<file path="src/verilog/jtag_pkg.sv">
package jtag_pkg;

	// tap controller states, ieee 1149.1 diagram
	typedef enum logic [3:0] {
		st_reset      = 4'h0,
		st_idle       = 4'h1,
		st_select_dr  = 4'h2,
		st_capture_dr = 4'h3,
		st_shift_dr   = 4'h4,
		st_exit1_dr   = 4'h5,
		st_pause_dr   = 4'h6,
		st_exit2_dr   = 4'h7,
		st_update_dr  = 4'h8,
		st_select_ir  = 4'h9,
		st_capture_ir = 4'ha,
		st_shift_ir   = 4'hb,
		st_exit1_ir   = 4'hc,
		st_pause_ir   = 4'hd,
		st_exit2_ir   = 4'he,
		st_update_ir  = 4'hf
	} tap_state_t;

	typedef logic [3:0] ir_t;

	// instruction codes
	localparam ir_t ir_idcode  = 4'h1;
	localparam ir_t ir_regfile = 4'h8;
	localparam ir_t ir_bypass  = 4'hf;

	// device id, lsb set as the standard requires
	localparam logic [31:0] idcode_val = 32'h1a7c_50e3;

	// longest data register, the regfile command
	localparam int dr_width = 48;
	typedef logic [dr_width-1:0] dr_t;

endpackage

</file>
<file path="src/verilog/regfile_pkg.sv">
package regfile_pkg;

	typedef logic [13:0] reg_addr_t;
	typedef logic [31:0] reg_data_t;

	typedef enum logic {
		tc_domain = 1'b0,
		sc_domain = 1'b1
	} domain_t;

	typedef enum logic {
		read  = 1'b0,
		write = 1'b1
	} reg_op_t;

	// also the regfile command layout, op in the msb, data in the low word
	typedef struct packed {
		reg_op_t   op;
		domain_t   domain;
		reg_addr_t addr;
		reg_data_t data;
	} reg_req_t;

	// status and readback, captured into the low dr bits
	typedef struct packed {
		logic      done;
		logic      err;
		reg_data_t data;
	} reg_rsp_t;

	// bank sizes in words, and access wait states
	localparam int tc_depth = 16;
	localparam int sc_depth = 8;
	localparam int tc_wait  = 0;
	localparam int sc_wait  = 2;

endpackage

</file>
<file path="src/verilog/jtag_cmd_decode.sv">
`timescale 1ns/1ps

module jtag_cmd_decode
	import jtag_pkg::*, regfile_pkg::*;
(
	input  logic     ifc,
	input  logic     reset,
	input  logic     dr_update,
	input  dr_t      dr_value,
	output logic     req_valid,
	output reg_req_t req,
	output logic     range_err
);

	reg_req_t cmd;
	logic     in_range;

	// command layout is the request struct itself
	assign cmd = dr_value;

	// bound by the depth of the addressed bank
	always_comb begin
		if (cmd.domain == sc_domain)
			in_range = cmd.addr < reg_addr_t'(sc_depth);
		else
			in_range = cmd.addr < reg_addr_t'(tc_depth);
	end

	// single cycle strobes, mutually exclusive
	always_ff @(posedge ifc) begin
		if (reset) begin
			req_valid <= 1'b0;
			range_err <= 1'b0;
		end else begin
			req_valid <= dr_update && in_range;
			range_err <= dr_update && !in_range;
		end
	end

	// request fields held until the next update
	always_ff @(posedge ifc) begin
		if (dr_update)
			req <= cmd;
	end

endmodule

</file>
<file path="config.mk">
export PLATFORM = sky130hd
export DESIGN_NAME = jtag_cmd_decode
export DESIGN_NICKNAME = d
export VERILOG_FILES = /design/src/verilog/jtag_pkg.sv /design/src/verilog/regfile_pkg.sv /design/src/verilog/jtag_cmd_decode.sv
export SDC_FILE = /design/constraint.sdc
export NUM_CORES = 1
export LEC_CHECK = 0
export BUFFER_PORTS_ARGS = -buffer_cell sky130_fd_sc_hd__buf_2
export CORE_MARGIN = 2
export CORE_UTILIZATION = 38
export CTS_BUF_LIST = sky130_fd_sc_hd__clkbuf_4
export DETAILED_ROUTE_END_ITERATION = 8
export GPL_ROUTABILITY_DRIVEN = 0
export PLACE_DENSITY = 0.77
export SETUP_SLACK_MARGIN = 0.4
export SLEW_MARGIN = 20
export SYNTH_ARGS = -nofsm -noshare
export SYNTH_HDL_FRONTEND = slang
export SYNTH_SLANG_ARGS = --single-unit
</file>
<file path="constraint.sdc">
create_clock -name ifc -period 1.2 [get_ports ifc]
set_clock_uncertainty 0.1 [all_clocks]
set_input_delay 0.24 -clock ifc [delete_from_list [all_inputs] [get_ports ifc]]
set_output_delay 0.24 -clock ifc [all_outputs]
set_load 0.01 [all_outputs]
</file>
==> key figures <==
Outcome
  – Status: finished with violations
  – Failing checks: negative hold slack, negative setup slack

STA
  – Setup ws final: -49.6 ps
  – Unrepaired setup endpoints after global routing: yes
  – Minimum clock period: 1250 ps
  – Worst slew pin tran: 220 ps
  – Fin crit share: 104%
  – Worst slew margin: a little under nine tenths
  – Setup TNS: -657 ps
  – Worst hold slack: -49.1 ps
  – Fin. Hold Viols: 45
  – Final setup viols: 43
  – Slew Viols, Final: 0
  – Fmax: between 0.8 and 0.9 GHz

Route
  – DRC Markers: 0
  – WL/cell: between 10 and 15 um
  – Initial DRC count: 16
  – Drt via density: 4.45
  – Antenna Violating Nets Remaining: 0
  – Drt first pass iters: 3
  – Via Count: between 900 and 1,000
  – DRT Wirelength: 3100 um

Run
  – Max-cap violations: 0

Synth
  – Area contributors post-synth: edfxtp_1, dfxtp_1, or4_1
  – Number of flops mapped to enable cells by yosys: 48
  – Synth Cell Area: 1530 sq um
  – Post-synthesis adder-cell area fraction: 0%
  – Post-synthesis compound-gate area fraction: 1.23%
  – Synth warn: 0
  – Post-synthesis mux area share: 0%
  – Post-synthesis xor/xnor area fraction: 0%
  – Async SR Flop Fraction: 0%
  – Seq/Total Area, Yosys: 96.7%
  – Syn avg cell area: 26.9 sq um
  – Synth cell types: 8
  – Post-Syn Instances: 57
  – Share of the synthesized area in the top cell type: a little over nine tenths
  – Seq cells post-synth: 50
  – Synth area leader: edfxtp_1
  – Most instantiated library cell after synthesis: edfxtp_1
  – Synth cell count leaders: edfxtp_1, dfxtp_1, or4_1
  – Post-Synth Simple-Gate Area: roughly 1.8%
  – Net Count, Synth: around 110
  – Synth Flop Type: edfxtp_1
  – Largest family of logic cells by synthesized area: simple AND/OR/NAND/NOR gates

Place
  – Number of port buffers: 100
  – Placed Cells: 211
  – Dpl hpwl: about 2300 um

Power
  – Net load switching power: around 0.7 mW
  – Internal power: between 2 and 3 mW
  – Switching Fraction: 20.6%
  – Seq pwr share: between 60% and 70%
  – Comb power frac: a little over a tenth
  – Design Power: 3.40 mW
  – Leak: 1.00 nW
  – VDD IR-drop max: slightly below 0.9 mV
  – Power per cell area: roughly 1500 nW/um^2
  – Power share of the clock group: between 20 and 30%

Final layout
  – Sequential cell area: approximately 1500 sq um
  – ANT cells: 0
  – Fillers: 310
  – Layout cell share with drive strength beyond 1: approximately 69%
  – Final Non-Filler Cells: about 220
  – Final net count: 222
  – Multi-input combinational cell area: about 70 sq um
  – Layout area overhead: 50.8%

Setup path
  – Worst endpoint required time: ~860 ps
  – WP buf/inv: 1
  – Critical Path AT: 910 ps
  – CP max stage cell: edfxtp_1
  – Top cell family by delay on the critical path: flip-flops
  – CP cell instances: buf_2
  – Startpoint Class: register
  – CP Max Fanout: 1
  – Crit. End Element: output pin
  – Critical path type: register to output pin
  – Slowest stage delay, CP: 400 ps

Clock network
  – H-tree Lvls: 2
  – Total CTS buffers: 5
  – CTS root buf: clkbuf_4
  – CTS clk-pin slew, worst paths: between 100 and 150 ps
  – CTS tree: done
  – Clock buffer depth: 2
  – Clk sinks: 50

Floorplan
  – Row count: 23
  – Core Region: between 3000 and 4000 sq um
  – I/O pins: around 100
  – Die width: about 67 um
  – Area of the die: around 4600 sq um
  – Die height: between 60 and 70 um
  – Initial Util: between 30 and 40%

Global routing
  – Vias in the first global route: approximately 980
  – Largest net degree at the start of global routing: 21
  – GRT overflow: 0
  – First-pass GRT wire length: 4260 um
  – Initial antenna violation count: 0
  – Gr usage total: 13.6%

Min path
  – Min-Delay Path Class: primary input to register
cell usage in the layout, fill, tap and decap left out:
cell type	instances
buf_2	95
edfxtp_1	48
clkbuf_4	6
buf_6	5
buf_4	5
or4_4	2
buf_12	2
nand2b_1	1
a211o_1	1
nor4_4	1
inv_1	1
o311a_1	1
clkinvlp_4	1
bufinv_16	1
dfxtp_1	1
dfxtp_2	1
through the flow:
stage / cell area (sq um) / worst slack [ps] / util (%) / hold slack [ps]
global route: 2310 / -106 / 58.6 / -83.8
finish: 2310 / -49.6 / 58.6 / -49.1
floorplan: 1540 / -95.8 / - / 239
CTS: 2280 / -61.4 / 57.9 / -63.8
detailed placement: 2160 / -232 / 54.7 / 318
global placement: 2160 / -217 / 54.7 / 317
power groups by stage:
stage | clock network, mW | registers (mW) | logic [mW]
after floorplan | 0 | 2.21 | 0.00842
after global placement | 0 | 2.12 | 0.338
after detailed placement | 0 | 2.13 | 0.347
after CTS | 0.976 | 2.09 | 0.357
after global routing | 1.04 | 2.10 | 0.393
final | 0.947 | 2.08 | 0.364
layout make-up:
class	instances	share of cell area [%]
Clock buffer	6	1.95
Clock inverter	2	1.63
Inverter	1	0.163
Multi-Input combinational cell	6	2.98
Sequential cell	50	64.2
Tap cell	50	2.71
Timing Repair Buffer	107	26.4
worst paths after layout:
check             slack (ps)               from                end  cells past startpoint
setup / recovery         -50  req[39]$_DFFE_PP_            req[39]                      1
hold / removal           -50       dr_value[25]  req[25]$_DFFE_PP_                      1
per-layer routing:
layer | share of wire [%] | vias to the layer above | global-route usage (%)
li1 | - | 460 | -
met5 | 0 | - | 0
met2 | 53 | 62 | 22.7
met4 | 1.5 | 0 | 6.89
met1 | 32 | 462 | 12.2
met3 | 14 | 5 | 9.33
what timing repair did:
| item | CTS | global route |
|---|---|---|
| resized for setup | 5 | 3 |
| buffers inserted | 2 | 1 |
| endpoints found under the hold margin | 46 | 45 |
| pin swaps | 4 | 2 |
| setup endpoints to repair | 52 | 52 |
cell families (layout without fill, tap and decap cells):
family | after synthesis | after routing
flops | 50 | 50
simple gates | 4 | 4
compound gates | 2 | 2
buf+inv | 1 | 116
sequential cells by signal (all words and copies together), names as in the netlist:
register   cells
range_err      1
req           48
req_valid      1
Power figures use the tool's default switching activity.
