<file path="config.mk">
export PLATFORM = sky130hd
export DESIGN_NAME = reg_bank
export DESIGN_NICKNAME = d
export VERILOG_FILES = /design/src/verilog/regfile_pkg.sv /design/src/verilog/reg_bank.sv
export SDC_FILE = /design/constraint.sdc
export NUM_CORES = 1
export LEC_CHECK = 0
export BUFFER_PORTS_ARGS = -buffer_cell sky130_fd_sc_hd__clkbuf_2
export CAP_MARGIN = 40
export CELL_PAD_IN_SITES_DETAIL_PLACEMENT = 1
export CELL_PAD_IN_SITES_GLOBAL_PLACEMENT = 2
export CORE_MARGIN = 10
export CORE_UTILIZATION = 47
export DETAILED_ROUTE_END_ITERATION = 7
export PLACE_DENSITY = 0.77
export SLEW_MARGIN = 30
export SYNTH_ARGS = -nofsm -noshare
export SYNTH_HDL_FRONTEND = slang
export SYNTH_SLANG_ARGS = --single-unit
</file>
<file path="constraint.sdc">
create_clock -name ifc -period 3.7 [get_ports ifc]
set_input_delay 0.37 -clock ifc [delete_from_list [all_inputs] [get_ports ifc]]
set_output_delay 0.37 -clock ifc [all_outputs]
set_load 0.01 [all_outputs]
</file>
<file path="src/verilog/regfile_pkg.sv">
package regfile_pkg;

	typedef logic [13:0] reg_addr_t;
	typedef logic [31:0] reg_data_t;

	typedef enum logic {
		tc_domain = 1'b0,
		sc_domain = 1'b1
	} domain_t;

	typedef enum logic {
		read  = 1'b0,
		write = 1'b1
	} reg_op_t;

	// also the regfile command layout, op in the msb, data in the low word
	typedef struct packed {
		reg_op_t   op;
		domain_t   domain;
		reg_addr_t addr;
		reg_data_t data;
	} reg_req_t;

	// status and readback, captured into the low dr bits
	typedef struct packed {
		logic      done;
		logic      err;
		reg_data_t data;
	} reg_rsp_t;

	// bank sizes in words, and access wait states
	localparam int tc_depth = 16;
	localparam int sc_depth = 8;
	localparam int tc_wait  = 0;
	localparam int sc_wait  = 2;

endpackage

</file>
<file path="src/verilog/reg_bank.sv">
`timescale 1ns/1ps

module reg_bank
	import regfile_pkg::*;
#(
	parameter int depth       = 16,
	parameter int wait_states = 0
) (
	input  logic      ifc,
	input  logic      reset,
	input  logic      psel,
	input  logic      penable,
	input  logic      pwrite,
	input  reg_addr_t paddr,
	input  reg_data_t pwdata,
	output reg_data_t prdata,
	output logic      pready,
	output logic      pslverr
);

	localparam int idx_w = (depth > 1) ? $clog2(depth) : 1;
	localparam int cnt_w = (wait_states > 0) ? $clog2(wait_states + 1) : 1;

	reg_data_t        mem [depth];
	logic [cnt_w-1:0] wait_cnt;
	logic [idx_w-1:0] idx;
	logic             access;
	logic             in_range;

	assign access   = psel && penable;
	assign in_range = paddr < reg_addr_t'(depth);
	assign idx      = paddr[idx_w-1:0];

	// ready once the access phase has waited long enough
	assign pready  = access && (wait_cnt == cnt_w'(wait_states));
	// flags a stray address, decode upstream keeps this low
	assign pslverr = pready && !in_range;
	assign prdata  = in_range ? mem[idx] : '0;

	// counts access cycles, cleared between transfers
	always_ff @(posedge ifc) begin
		if (reset)
			wait_cnt <= '0;
		else if (access && !pready)
			wait_cnt <= wait_cnt + 1'b1;
		else
			wait_cnt <= '0;
	end

	always_ff @(posedge ifc) begin
		if (reset) begin
			for (int i = 0; i < depth; i++)
				mem[i] <= '0;
		end else if (pready && pwrite && in_range) begin
			mem[idx] <= pwdata;
		end
	end

endmodule

</file>
==> flow_metrics.tcl, run 1 <==
set metrics [dict create \
    status "complete, no violations" \
    clock_latency_ps 620 \
    powerDensity_nw_per_um2 476 \
    crit_path_start_kind "input port" \
    cts_root_buf "clkbuf_16" \
    numCtsBuffers 54 \
    finalNetCount 1554 \
    htree_levels 2 \
    maxCapViolations 0 \
    setup_tns_ps 0 \
    ys_ff_latch 513 \
    hold_buffers 0 \
    clkTransAtPathRegs_ps 60 \
    finalHoldViolCount 0 \
    clock_skew_ps 14.5 \
    grt_use_met1_pct 28.9 \
    grt_max_degree 64 \
    die_y_um 243 \
    synth_area_um2 23400 \
    endpoint_kind "output port" \
    final_util_pct 54.0 \
    drive_gt1_share_pct 25.2 \
    ant_nets 0 \
    rsz0062_at_grt "no" \
    wl_um 64700 \
    grt_pass1_wl_um 96100 \
    core_area_um2 49100 \
    required_ps 3330 \
    grt_overflow_total 0 \
    period_share_pct 76.9 \
    synth_area_per_cell_um2 16.3 \
    grt_use_met2_pct 37.6 \
    grt_busiest_layer "met2" \
    placementRows 81 \
    first_pass_iters 5 \
    syn-num-nets 1481 \
    postSynthCellCount 1430 \
    setup_violations 0 \
    area_growth_pct 13.3 \
    cts_resized 0 \
    cts_buffer_depth 3 \
    io_buffers 84 \
    vias 12749 \
    drt_iter0_drc 1182 \
    slew_violations 0 \
    global_route.usage.met3_pct 4.24 \
    clock-sinks 513 \
    cts_tree "built" \
    dp_cells 2111 \
    critPathKind "input port to output port" \
    relSlewSlack_pct 48.9 \
    cts_setup_buffers 0 \
    p_leak_uw 0.0101 \
    yosysSeqAreaShare_pct 65.9 \
    yosysWarnings 0 \
    timing.fmax_mhz 351 \
    post-dp-hpwl_um 36100 \
    tightest_slew_ps 766 \
    antenna_found_initial 3 \
    post-route-min-period_ps 2850 \
    grt_pass1_vias 14120 \
    hold_path_class "input port to flop" \
    die_area_um2 59000 \
    finalPower_uw 12600 \
    drcViolationCount 0 \
    initial_core_util_pct 47.6 \
    ir_worst_vdd_mv 0.382 \
    gp_congestion 0.770 \
    die_w_um 243 \
    grt_use_total_pct 22.1 \
    arrival_ps 2480 \
    io_pins 85 \
    vias_per_cell 5.76 \
    wl_per_cell_um 29.2 \
    worstPathMaxFanout 53 \
    final_cells 2215 \
    ys_types 29 \
]
## placed cells by master (no fill, tap or decap), drive strengths merged
| cell type | instances |
|---|---|
| clkbuf | 151 |
| dfxtp | 1 |
| mux2 | 3 |
| nand3 | 1 |
| o21bai | 1 |
| bufinv | 3 |
| or2 | 18 |
| nand3b | 1 |
| edfxtp | 512 |
| nor2 | 1 |
| nand2b | 3 |
| clkinv | 29 |
| buf | 61 |
| o22ai | 32 |
| nor4 | 18 |
| nand2 | 3 |
| nand4 | 2 |
| conb | 1 |
| a311o | 1 |
| mux2i | 63 |
| and3b | 1 |
| and2 | 513 |
| diode | 2 |
| o221ai | 1 |
| a21oi | 1 |
| clkinvlp | 1 |
| inv | 1 |
| mux4 | 126 |
## logic make-up after synthesis
| logic type | synth area share, % |
|---|---|
| compound gates | 0.991 |
| buf+inv | 2.29 |
| flops | 65.9 |
| mux | 15.0 |
| other cells | 0.0161 |
| simple gates | 15.8 |
## sequential cells by signal (all words and copies together), names as in the netlist
signal / flops
mem: 512
wait_cnt: 1
## synthesized netlist by cell type
cell type	number	area [um^2]
a21oi_1	1	5.00
a311o_1	1	10.0
and2_1	513	3210
and3b_1	1	8.76
buf_1	12	45.0
buf_2	37	185
buf_4	1	7.51
buf_6	1	11.3
clkbuf_1	75	282
conb_1	1	3.75
dfxtp_1	1	20.0
edfxtp_1	512	15400
inv_1	1	3.75
mux2_2	3	33.8
mux2i_1	63	631
mux4_2	126	2840
nand2_1	3	11.3
nand2b_1	3	18.8
nand3_4	1	17.5
nand3b_1	1	7.51
nand4_1	2	12.5
nor2_1	1	3.75
nor4_2	10	125
nor4_4	8	170
o21bai_1	1	7.51
o221ai_1	1	8.76
o22ai_1	32	200
or2_1	16	100
or2_2	2	12.5
## path summary, 6_finish.rpt
check | startpoint | endpoint | slack (ps) | cells past startpoint
worst max register to register | wait_cnt | mem[6][28] | 1370 | 6
worst min-delay path | pwdata[20] | mem[7][20] | 260 | 2
worst min register to register | wait_cnt | mem[7][4] | 1720 | 5
worst max-delay path | paddr[1] | prdata[19] | 850 | 6
## worst max-delay path: stages
cell and delay [ps]:
clkbuf_8 550, buf_12 340, mux4_2 560, mux2i_1 260, o22ai_1 160, clkbuf_2 170
## per-layer routing
layer  vias to the layer above  wire length (um)
li1                       5486                 -
met1                      6810             26700
met2                       378             32500
met3                        75              4260
met4                         0              1260
met5                         -                 0
## final cells by class
class	instances	area (um^2)
fillers	4565	22600
flip-flops and latches	513	15400
multi-input cells	790	7510
clock buffers	69	1470
repair buffers	143	1020
well taps	664	831
clock inverters	33	236
diodes	2	5.00
inverters	1	3.75
## metrics by stage
step           setup WS [ps]  hold slack, ps  cell area, um^2
6_report                 855             261            26500
2_1_floorplan            960             568            23400
5_1_grt                  641             284            26500
3_3_place_gp             702             867            24800
4_1_cts                  768             237            26500
3_5_place_dp             772             872            24800
## power by group
group	switching [uW]	internal, uW
combinational	461	266
clock	2290	3010
sequential	38.8	6510
total	2790	9790
Power figures use the tool's default switching activity.
==> run 2: changes to the inputs <==
Clock period 3.7 ns to 2.9 ns, I/O delays scaled along.
==> run 2 against run 1 <==
Worst setup slack worse by 420 ps. Clock power increased by 32%. Clock skew increased by 8.0 ps. Critical endpoint is now prdata[26]. Worst hold slack got worse by 91 ps.
==> flow_metrics.tcl, run 2 (synthesis gave the netlist of run 1 again) <==
set metrics [dict create \
    status "complete, no violations" \
    worstPathMaxFanout 1 \
    setup_tns_ps 0 \
    cts_resized 0 \
    grt_max_degree 52 \
    setup_violations 0 \
    top_register "mem" \
    rsz0062_at_grt "no" \
    first_pass_iters 5 \
    core_area_um2 49100 \
    grt_pass1_vias 14030 \
    final_area_um2 26800 \
    placementRows 81 \
    worstReg2RegEnd "mem[12][3]" \
    r2r_start "wait_cnt" \
    startpoint "mem[7][26]" \
    grt_pass1_wl_um 93900 \
    ir_worst_vdd_mv 0.505 \
    worst-r2r-setup-slack_ps 740 \
    clock_latency_ps 600 \
    p_leak_uw 0.0102 \
    antenna_found_initial 1 \
    endpoint_kind "output port" \
    post-place-ws_ps 483 \
    finalNetCount 1574 \
    area_growth_pct 14.7 \
    hold_path_class "input port to flop" \
    period_share_pct 85.1 \
    crit_path_start_kind "flop" \
    required_ps 2610 \
    fin_ws_ps 431 \
    largest_register_ffs 512 \
    layout_common_cells "513 x and2_1, 512 x edfxtp_1, 126 x mux4_2" \
    htree_levels 2 \
    placed_cell_area_um2 25000 \
    drcViolationCount 0 \
    critPathKind "flop to output port" \
    maxCapViolations 0 \
    vias 12720 \
    numCtsBuffers 57 \
    tightest_slew_ps 667 \
    wl_per_cell_um 28.2 \
    clock-sinks 513 \
    cts_root_buf "clkbuf_16" \
    largest_registers "mem x512, wait_cnt x1" \
    layout_commonest_cell "and2_1" \
    powerDensity_nw_per_um2 610 \
    reg2reg_depth 6 \
    arrival_ps 2180 \
    final_cells 2232 \
    cp-endpoint "prdata[26]" \
    grt_overflow_total 0 \
    die_w_um 243 \
    drive_gt1_share_pct 25.4 \
    clock_skew_ps 22.5 \
    hold_buffers 0 \
    ant_nets 0 \
    post-route-min-period_ps 2470 \
    cts_buffer_depth 3 \
    cts_tree "built" \
    cts_setup_buffers 0 \
    grt_use_total_pct 21.5 \
    initial_core_util_pct 47.6 \
    die_y_um 243 \
    finalPower_uw 16300 \
    vias_per_cell 5.70 \
    io_pins 85 \
    clkTransAtPathRegs_ps 60 \
    drt_iter0_drc 1070 \
    timing.fmax_mhz 405 \
    post-dp-hpwl_um 37600 \
    slew_violations 0 \
    io_buffers 84 \
    dp_cells 2128 \
    hold_start "pwdata[14]" \
    wl_um 62800 \
    die_area_um2 59000 \
    gp_congestion 0.769 \
    finalHoldViolCount 0 \
    relSlewSlack_pct 55.5 \
]
## run 2: cell types whose count changed in the layout (fill, tap and decap cells not counted), moves of 2 or more
| cell | before | now |
|---|---|---|
| clkinv_2 | 20 | 5 |
| buf_4 | 49 | 56 |
| bufinv_16 | 3 | 5 |
| clkbuf_1 | 12 | 21 |
| buf_12 | 11 | 21 |
## run 2: per-stage QoR
step           util (%)  hold WS, ps
6_report           54.6          171
3_3_place_gp       51.0          768
5_1_grt            54.6          185
3_5_place_dp       51.0          786
2_1_floorplan         -          488
4_1_cts            54.6          143
## run 2: worst min path at each step
stage	endpoint	depth (start not counted)
finish	mem[2][14]	2
global route	mem[0][14]	2
CTS	mem[0][14]	2
detailed placement	mem[6][11]	2
global placement	mem[9][30]	2
floorplan	mem[0][0]	1
## run 2: power by group
| group | switching, uW | leakage (uW) | internal, uW |
|---|---|---|---|
| clock network | 2900 | 0.000865 | 4130 |
| registers | 50.6 | 0.00551 | 8310 |
| logic | 581 | 0.00386 | 368 |
| total | 3530 | 0.0102 | 12800 |
## run 2: critical path, stage by stage (launching register included)
cell and delay [ps]:
edfxtp_1 360, mux4_2 480, mux2i_1 420, o22ai_1 150, clkbuf_2 170
## run 2: layout make-up
| class | instances | area [um^2] |
|---|---|---|
| Antenna cell | 3 | 7.51 |
| Clock buffer | 80 | 1540 |
| Clock inverter | 21 | 239 |
| Fill cell | 4574 | 22300 |
| Inverter | 1 | 3.75 |
| Multi-Input combinational cell | 790 | 7500 |
| Sequential cell | 513 | 15400 |
| Tap cell | 664 | 831 |
| Timing Repair Buffer | 160 | 1270 |
## run 2: metal layers
metal / vias to the layer above / track usage (%) / wire, um
li1: 5516 / - / -
met1: 6817 / 27.9 / 26400
met2: 311 / 37.4 / 32400
met3: 76 / 2.88 / 2880
met4: 0 / 5.48 / 1110
met5: - / 0 / 0
