===== src/verilog/regfile_pkg.sv =====
package regfile_pkg;

	typedef logic [13:0] reg_addr_t;
	typedef logic [31:0] reg_data_t;

	typedef enum logic {
		tc_domain = 1'b0,
		sc_domain = 1'b1
	} domain_t;

	typedef enum logic {
		read  = 1'b0,
		write = 1'b1
	} reg_op_t;

	// also the regfile command layout, op in the msb, data in the low word
	typedef struct packed {
		reg_op_t   op;
		domain_t   domain;
		reg_addr_t addr;
		reg_data_t data;
	} reg_req_t;

	// status and readback, captured into the low dr bits
	typedef struct packed {
		logic      done;
		logic      err;
		reg_data_t data;
	} reg_rsp_t;

	// bank sizes in words, and access wait states
	localparam int tc_depth = 16;
	localparam int sc_depth = 8;
	localparam int tc_wait  = 0;
	localparam int sc_wait  = 2;

endpackage


===== src/verilog/apb_reg_master.sv =====
`timescale 1ns/1ps

module apb_reg_master
	import regfile_pkg::*;
(
	input  logic      ifc,
	input  logic      reset,
	input  logic      req_valid,
	input  reg_req_t  req,
	input  logic      range_err,
	input  reg_data_t prdata_tc,
	input  reg_data_t prdata_sc,
	input  logic      pready_tc,
	input  logic      pready_sc,
	input  logic      pslverr_tc,
	input  logic      pslverr_sc,
	output reg_addr_t paddr,
	output logic      pwrite,
	output reg_data_t pwdata,
	output logic      penable,
	output logic      psel_tc,
	output logic      psel_sc,
	output reg_rsp_t  rsp
);

	typedef enum logic [1:0] {
		st_idle,
		st_setup,
		st_access
	} apb_state_t;

	apb_state_t state;
	domain_t    domain;
	logic       sel_ready;
	logic       sel_err;
	reg_data_t  sel_rdata;

	// slave return path picked by the latched domain
	assign sel_ready = (domain == sc_domain) ? pready_sc : pready_tc;
	assign sel_err   = (domain == sc_domain) ? pslverr_sc : pslverr_tc;
	assign sel_rdata = (domain == sc_domain) ? prdata_sc : prdata_tc;

	assign psel_tc = state != st_idle && domain == tc_domain;
	assign psel_sc = state != st_idle && domain == sc_domain;
	assign penable = state == st_access;

	always_ff @(posedge ifc) begin
		if (reset) begin
			state <= st_idle;
			rsp   <= '0;
		end else begin
			case (state)
				st_idle: begin
					if (req_valid) begin
						state    <= st_setup;
						rsp.done <= 1'b0;
						rsp.err  <= 1'b0;
					end else if (range_err) begin
						// rejected command completes at once with error
						rsp.done <= 1'b1;
						rsp.err  <= 1'b1;
					end
				end
				st_setup: state <= st_access;
				default: begin
					if (sel_ready) begin
						state    <= st_idle;
						rsp.done <= 1'b1;
						if (!pwrite)
							rsp.data <= sel_rdata;
						if (sel_err)
							rsp.err <= 1'b1;
					end
				end
			endcase
			// overrun, a command arrived mid transfer and was dropped
			if (state != st_idle && (req_valid || range_err))
				rsp.err <= 1'b1;
		end
	end

	// transfer fields latched on accept
	always_ff @(posedge ifc) begin
		if (state == st_idle && req_valid) begin
			paddr  <= req.addr;
			pwrite <= req.op == write;
			pwdata <= req.data;
			domain <= req.domain;
		end
	end

endmodule


===== config.mk =====
export PLATFORM = sky130hd
export DESIGN_NAME = apb_reg_master
export DESIGN_NICKNAME = d
export VERILOG_FILES = /design/src/verilog/regfile_pkg.sv /design/src/verilog/apb_reg_master.sv
export SDC_FILE = /design/constraint.sdc
export NUM_CORES = 1
export LEC_CHECK = 0
export ABC_AREA = 1
export BUFFER_PORTS_ARGS = -buffer_cell sky130_fd_sc_hd__buf_4
export CORE_ASPECT_RATIO = 0.5
export CORE_MARGIN = 1
export CORE_UTILIZATION = 46
export DETAILED_ROUTE_END_ITERATION = 8
export PLACE_DENSITY_LB_ADDON = 0.3
export SYNTH_ARGS = -nofsm -noshare
export SYNTH_HDL_FRONTEND = slang
export SYNTH_SLANG_ARGS = --single-unit

===== constraint.sdc =====
create_clock -name ifc -period 4.8 [get_ports ifc]
set_clock_uncertainty 0.05 [all_clocks]
set_input_delay 0.72 -clock ifc [delete_from_list [all_inputs] [get_ports ifc]]
set_output_delay 0.72 -clock ifc [all_outputs]
set_load 0.01 [all_outputs]

==> impl_metrics.sql, run 1 <==
INSERT INTO impl_metrics (metric_group, metric, value, unit) VALUES
('global_route', 'grt_antenna_before_repair', '0', ''),
('route', 'vias', '2993', ''),
('synthesis', 'synth_fp_nets', '450', ''),
('synthesis', 'synthFlopType', 'sky130_fd_sc_hd__edfxtp_1', ''),
('die', 'initial_standard_cell_utilization_of_the_core', '48.3', '%'),
('layout', 'n_antenna_cell', '0', ''),
('route', 'drt-total-wl', '8670', 'um'),
('clock_tree', 'cts-hold-fix-buffers', '0', ''),
('worst_setup_path', 'r2r_cells', '7', ''),
('die', 'i_o_pins', '204', ''),
('sta', 'maxSlewViolCount', '0', ''),
('global_route', 'grt_pass1_vias', '2597', ''),
('synthesis', 'synth.top_cell.area_share', '44.0', '%'),
('worst_setup_path', 'criticalPathCategory', 'flop to primary output', ''),
('die', 'fp.dieArea', '7490', 'um^2'),
('synthesis', 'synth.yosys.warnings', '0', ''),
('worst_setup_path', 'timing.critical_path.arrival', '1.93', 'ns'),
('pwr', 'peak_ir_drop_on_the_vdd_network', '0.223', 'mV'),
('layout', 'final_nets', '645', ''),
('pwr', 'p_leak', '0.00238', 'uW'),
('place', 'routabilityCongestion', '0.847', ''),
('clock_tree', 'tritoncts', 'done', ''),
('sta', 'setup_viol', '0', ''),
('sta', 'tightest_slew', '1.01', 'ns'),
('layout', 'finalInstanceArea', '5120', 'um^2'),
('worst_setup_path', 'end_point_of_the_critical_path', 'psel_sc', ''),
('worst_setup_path', 'critical_path_required', '4.03', 'ns'),
('synthesis', 'netlist_top_cells_count', '137 x sky130_fd_sc_hd__nand2_1, 48 x sky130_fd_sc_hd__edfxtp_1, 36 x sky130_fd_sc_hd__dfxtp_1', ''),
('synthesis', 'mean_area_per_synthesized_cell', '9.93', 'um^2'),
('sta', 'fmax_achieved', '371', 'MHz'),
('route', 'initialDrtViolationCount', '202', ''),
('hold_path', 'hold_crit_path_type', 'flop to flop', ''),
('sta', 'finalSetupTns', '0', 'ns'),
('worst_setup_path', 'cp-start-kind', 'flop', ''),
('pwr', 'cell_internal_power', '1380', 'uW'),
('clock_tree', 'max_clock_buf_depth', '2', ''),
('pwr', 'power_frac_seq', '46.4', '%'),
('worst_setup_path', 'worstReg2RegStart', 'domain', ''),
('status', 'outcome', 'finished clean', ''),
('clock_tree', 'post_cts_resize_count', '0', ''),
('die', 'dieWidth', '121', 'um'),
('clock_tree', 'cts.reportedPaths.clkPinSlew', '0.06', 'ns'),
('place', 'port_buffers', '203', ''),
('layout', 'area_growth_syn_to_layout', '56.3', '%'),
('worst_setup_path', 'reg2reg_to', 'rsp[9]', ''),
('synthesis', 'ys_top_cells_by_area', 'sky130_fd_sc_hd__edfxtp_1 44%, sky130_fd_sc_hd__dfxtp_1 22%, sky130_fd_sc_hd__nand2_1 16%, sky130_fd_sc_hd__nand3_1 5.2%, sky130_fd_sc_hd__a21oi_1 5.0%', ''),
('sta', 'postLayoutSetupSlackWorst', '2.10', 'ns'),
('pwr', 'power.switching_fraction', '22.5', '%'),
('pwr', 'pwr_density_cell', '348', 'nW/um^2'),
('synthesis', 'fraction_of_registers_with_async_set_reset', '0', '%'),
('clock_tree', 'clockRootBuffer', 'sky130_fd_sc_hd__clkbuf_16', ''),
('pwr', 'combinationalPowerShare', '13.5', '%'),
('pwr', 'share_clk_of_total_power', '40.1', '%'),
('place', 'placedInstanceArea', '4800', 'um^2'),
('sta', 'post-route-period-util', '56.2', '%'),
('synthesis', 'ys_ff_latch', '84', ''),
('route', 'final_antenna_net_count', '0', ''),
('layout', 'final_core_utilization', '75.5', '%'),
('sta', 'final.min_clock_period', '2.70', 'ns'),
('route', 'drcViolationCount', '0', ''),
('clock_tree', 'cts-htree-levels', '3', ''),
('layout', 'drive_above_1_share', '43.0', '%'),
('place', 'dp.final_hpwl', '6020', 'um'),
('global_route', 'maximum_number_of_pins_on_one_net_before_global_route_repair', '50', ''),
('synthesis', 'synth_cell_type_count', '19', ''),
('global_route', 'global_route.overflow_total', '0', ''),
('worst_setup_path', 'worst_setup_path_end_kind', 'primary output', ''),
('synthesis', 'ys_seq_area_share', '66.0', '%'),
('clock_tree', 'cts_made_buffers', '9', ''),
('flow_run', 'cap_viol_max_count', '0', ''),
('synthesis', 'netlist_area', '3280', 'um^2');
worst min-delay path by stage:
stage / depth (start not counted) / end / from
finish: 2 / rsp[26] / rsp[26]
global route: 2 / rsp[13] / rsp[13]
CTS: 2 / rsp[13] / rsp[13]
detailed placement: 2 / rsp[13] / rsp[13]
global placement: 2 / rsp[15] / rsp[15]
floorplan: 2 / state[0] / state[0]
flip-flops by register name, summed over array words and instances, names as in the netlist:
signal  flops
state       2
paddr      14
pwdata     32
rsp        34
domain      1
pwrite      1
per-stage QoR:
step | hold slack [ns] | std cells | power, uW
after floorplan | 0.430 | 330 | 941
after global placement | 0.399 | 606 | 1070
after detailed placement | 0.403 | 606 | 1080
after CTS | 0.412 | 622 | 1800
after global routing | 0.428 | 622 | 1850
final | 0.412 | 622 | 1780
area by class of cell:
type | instances | area, um^2
Clock buffer | 12 | 267
Clock inverter | 4 | 55.1
Fill cell | 528 | 1660
Inverter | 9 | 36.3
Multi-Input combinational cell | 217 | 955
Sequential cell | 84 | 2160
Tap cell | 92 | 115
Timing Repair Buffer | 204 | 1530
power by group through the flow:
stage	registers, uW	logic [uW]	clock network, uW
finish	826	240	714
global placement	837	237	0
detailed placement	841	241	0
CTS	826	242	726
global route	829	262	758
floorplan	854	86.6	0
layer usage:
layer / part of all wire, % / routed length [um] / global-route usage, % / vias up
li1: - / - / - / 1485
met1: 38 / 3330 / 24.4 / 1403
met2: 55 / 4770 / 43.8 / 96
met3: 5.9 / 512 / 6.02 / 9
met4: 0.62 / 54 / 6.70 / 0
met5: 0 / 0 / 0 / -
critical path: stages (launching register included):
cell	delay [ns]
sky130_fd_sc_hd__edfxtp_1	0.79
sky130_fd_sc_hd__buf_4	0.34
sky130_fd_sc_hd__inv_4	0.18
sky130_fd_sc_hd__nor2_1	0.14
sky130_fd_sc_hd__buf_4	0.13
layout by cell type (no fill, tap or decap):
cell type,netlist,layout
sky130_fd_sc_hd__buf_4,9,204
sky130_fd_sc_hd__nand2_1,137,137
sky130_fd_sc_hd__edfxtp_1,48,48
sky130_fd_sc_hd__dfxtp_1,36,36
sky130_fd_sc_hd__nand3_1,34,34
sky130_fd_sc_hd__a21oi_1,33,33
sky130_fd_sc_hd__clkbuf_16,0,9
sky130_fd_sc_hd__inv_1,7,6
sky130_fd_sc_hd__nor2_1,6,6
sky130_fd_sc_hd__clkbuf_8,0,3
sky130_fd_sc_hd__inv_2,1,2
sky130_fd_sc_hd__nand2_4,2,2
sky130_fd_sc_hd__inv_4,1,1
sky130_fd_sc_hd__nand2_2,1,1
sky130_fd_sc_hd__nand2_8,1,1
sky130_fd_sc_hd__nor2_8,1,1
sky130_fd_sc_hd__o211ai_1,1,1
sky130_fd_sc_hd__nand4_1,1,1
sky130_fd_sc_hd__clkinvlp_4,0,1
sky130_fd_sc_hd__bufinv_16,0,1
sky130_fd_sc_hd__clkinv_4,0,1
sky130_fd_sc_hd__inv_6,0,1
cell families after synthesis:
| logic type | synth area share, % |
|---|---|
| and+or+nand+nor | 23.9 |
| DFF | 66.0 |
| AOI/OAI and AO/OA | 5.27 |
| buffers and inverters | 4.89 |
No activity file was read; power rests on OpenSTA's default activity.
==> inputs of run 2 (changes only) <==
Settings changed: CORE_UTILIZATION 46 to 43.
Clock period 4.8 ns to 2.8 ns, I/O delays scaled along.
==> run 2 against run 1 <==
Against the previous run:
- the run now ends with design-rule violations left
- core utilization fell by 5.9 points
- power rose by 66%
- global-route usage fell by 1.4 points
- clock power rose by 57%
==> impl_metrics.sql, run 2 (synthesized netlist as in run 1, its figures left out) <==
INSERT INTO impl_metrics (metric_group, metric, value, unit) VALUES
('status', 'violated_checks', 'design-rule violations', ''),
('layout', 'area_growth_syn_to_layout', '56.2', '%'),
('die', 'core_box_area', '7350', 'um^2'),
('worst_setup_path', 'cp-start-kind', 'flop', ''),
('layout', 'final_common_cell', 'sky130_fd_sc_hd__buf_4', ''),
('layout', 'multi_input_area', '955', 'um^2'),
('clock_tree', 'clockRootBuffer', 'sky130_fd_sc_hd__clkbuf_16', ''),
('layout', 'most-common-layout-cells', '205 x sky130_fd_sc_hd__buf_4, 137 x sky130_fd_sc_hd__nand2_1, 48 x sky130_fd_sc_hd__edfxtp_1, 36 x sky130_fd_sc_hd__dfxtp_1, 34 x sky130_fd_sc_hd__nand3_1', ''),
('layout', 'n_antenna_cell', '0', ''),
('worst_setup_path', 'critical_path_required', '2.33', 'ns'),
('worst_setup_path', 'critical_path.max_fanout', '21', ''),
('sta', 'post-route-period-util', '74.1', '%'),
('pwr', 'final_total_pwr', '2950', 'uW'),
('layout', 'final_nets', '647', ''),
('sta', 'setup_viol', '0', ''),
('sta', 'timing_hold_violations_final', '0', ''),
('clock_tree', 'cts-htree-levels', '3', ''),
('die', 'dieWidth', '125', 'um'),
('pwr', 'pwr_density_cell', '576', 'nW/um^2'),
('sta', 'tightest_slew', '0.540', 'ns'),
('route', 'vias', '2917', ''),
('worst_setup_path', 'crit_buf_inv', '2', ''),
('worst_setup_path', 'critPathMostFrequentCell', 'sky130_fd_sc_hd__buf_4', ''),
('clock_tree', 'cts-hold-fix-buffers', '0', ''),
('worst_setup_path', 'critPathMaxStageDelay', '0.69', 'ns'),
('global_route', 'global_route.overflow_total', '0', ''),
('place', 'worst_setup_slack_before_clock_tree_synthesis', '0.799', 'ns'),
('worst_setup_path', 'cell_class_contributing_the_biggest_share_of_worst_path_delay', 'flip-flops', ''),
('route', 'drcViolationCount', '12', ''),
('place', 'port_buffers', '203', ''),
('sta', 'finalSetupTns', '0', 'ns'),
('clock_tree', 'post_cts_resize_count', '0', ''),
('die', 'num_rows', '22', ''),
('pwr', 'peak_ir_drop_on_the_vdd_network', '0.326', 'mV'),
('layout', 'largest_register_ff_count', '34', ''),
('layout', 'nFillCells', '598', ''),
('layout', 'top_regs', 'rsp (34), pwdata (32), paddr (14)', ''),
('global_route', 'grt.total_usage', '20.9', '%'),
('place', 'dp.final_hpwl', '6160', 'um'),
('clock_tree', 'worstSkewPairLatency', '0.33', 'ns'),
('die', 'i_o_pins', '204', ''),
('worst_setup_path', 'worstPathCellList', 'buf_4, nor2_1, buf_4', ''),
('sta', 'timing.max_slew.rel_slack', '64.0', '%'),
('die', 'initial_standard_cell_utilization_of_the_core', '44.6', '%'),
('layout', 'register_name_with_the_most_flops', 'rsp', ''),
('route', 'first_pass_iters', '7', ''),
('sta', 'final.min_clock_period', '2.07', 'ns'),
('clock_tree', 'max_clock_buf_depth', '2', ''),
('sta', 'rsz0062_at_grt', 'false', ''),
('route', 'post_detailed_route_via_to_cell_ratio', '4.64', ''),
('clock_tree', 'tritoncts', 'done', ''),
('clock_tree', 'cts.repair_timing.setup_buffer_count', '0', ''),
('hold_path', 'hold_crit_path_type', 'input port to flop', ''),
('sta', 'postLayoutSetupSlackWorst', '0.725', 'ns'),
('worst_setup_path', 'worst_setup_path_end_kind', 'primary output', ''),
('route', 'final_antenna_net_count', '0', ''),
('global_route', 'grt_antenna_before_repair', '0', ''),
('sta', 'fmax_achieved', '482', 'MHz'),
('pwr', 'p_leak', '0.00237', 'uW'),
('layout', 'finish.cell_count_without_fillers', '628', ''),
('route', 'wl_per_cell', '13.2', 'um'),
('layout', 'seqCellArea', '2160', 'um^2'),
('layout', 'drive_above_1_share', '42.5', '%'),
('die', 'fp.dieArea', '8000', 'um^2'),
('status', 'outcome', 'complete, but fails checks', ''),
('worst_setup_path', 'timing.critical_path.arrival', '1.60', 'ns'),
('flow_run', 'cap_viol_max_count', '0', ''),
('worst_setup_path', 'crit_path_max_delay_cell_type', 'sky130_fd_sc_hd__edfxtp_1', ''),
('place', 'routabilityCongestion', '0.732', ''),
('global_route', 'maximum_number_of_pins_on_one_net_before_global_route_repair', '36', ''),
('global_route', 'grt_pass1_vias', '2591', ''),
('die', 'die-height', '63.7', 'um'),
('sta', 'maxSlewViolCount', '0', ''),
('clock_tree', 'cts_made_buffers', '9', ''),
('clock_tree', 'cts.reportedPaths.clkPinSlew', '0.06', 'ns'),
('global_route', 'grt_pass1_wl', '12800', 'um'),
('route', 'initialDrtViolationCount', '193', ''),
('place', 'dp_cells', '612', ''),
('route', 'drt-total-wl', '8310', 'um'),
('clock_tree', 'clock-sinks', '84', ''),
('worst_setup_path', 'criticalPathCategory', 'flop to primary output', '');
[run 2: changes by cell type in the layout (fill, tap and decap cells not counted), sizes merged]
cell      delta
buf          +2
clkbuf       -1
clkinv       +1
clkinvlp     +1
inv          -1
[run 2: worst paths after layout]
check	to	cells after the start	startpoint	slack, ns
setup / recovery	psel_tc	3	domain	0.73
hold / removal	pwrite	1	req[47]	0.21
setup reg to reg	rsp[6]	6	domain	0.80
hold reg to reg	rsp[17]	2	rsp[17]	0.41
[run 2: layout make-up]
cell class	instances	area share [%]
Clock inverter	5	1.03
Clock buffer	11	4.55
Sequential cell	84	42.2
Multi-Input combinational cell	217	18.7
Timing Repair Buffer	206	30.5
Inverter	9	0.709
Tap cell	96	2.35
[run 2: metrics by stage]
stage | util [%] | hold WS [ns] | area, um^2
2_1_floorplan | - | 0.430 | 3280
3_3_place_gp | 65.7 | 0.398 | 4830
3_5_place_dp | 65.7 | 0.402 | 4830
4_1_cts | 69.6 | 0.198 | 5120
5_1_grt | 69.6 | 0.198 | 5120
6_report | 69.6 | 0.213 | 5120
[run 2: worst reg2reg max path, cell delays in order (launching register included)]
cell	delay, ns
sky130_fd_sc_hd__edfxtp_1	0.62
sky130_fd_sc_hd__inv_4	0.39
sky130_fd_sc_hd__nand2_4	0.12
sky130_fd_sc_hd__nand2_8	0.21
sky130_fd_sc_hd__nand2_4	0.25
sky130_fd_sc_hd__nand2_1	0.16
sky130_fd_sc_hd__a21oi_1	0.07
[run 2: power breakdown]
group / switching (uW) / leakage [uW] / internal (uW) / total (uW)
clock: 435 / 0.000131 / 684 / 1120
combinational: 199 / 0.00148 / 221 / 419
sequential: 27.7 / 0.000750 / 1380 / 1410
total: 662 / 0.00237 / 2290 / 2950
[run 2: per-layer routing]
| metal | GRT usage [%] | share of wire, % | vias up |
|---|---|---|---|
| met5 | 0 | 0 | - |
| met4 | 7.47 | 1.0 | 0 |
| met1 | 23.7 | 40 | 1327 |
| met2 | 38.3 | 53 | 98 |
| met3 | 5.61 | 6.3 | 6 |
| li1 | - | - | 1486 |
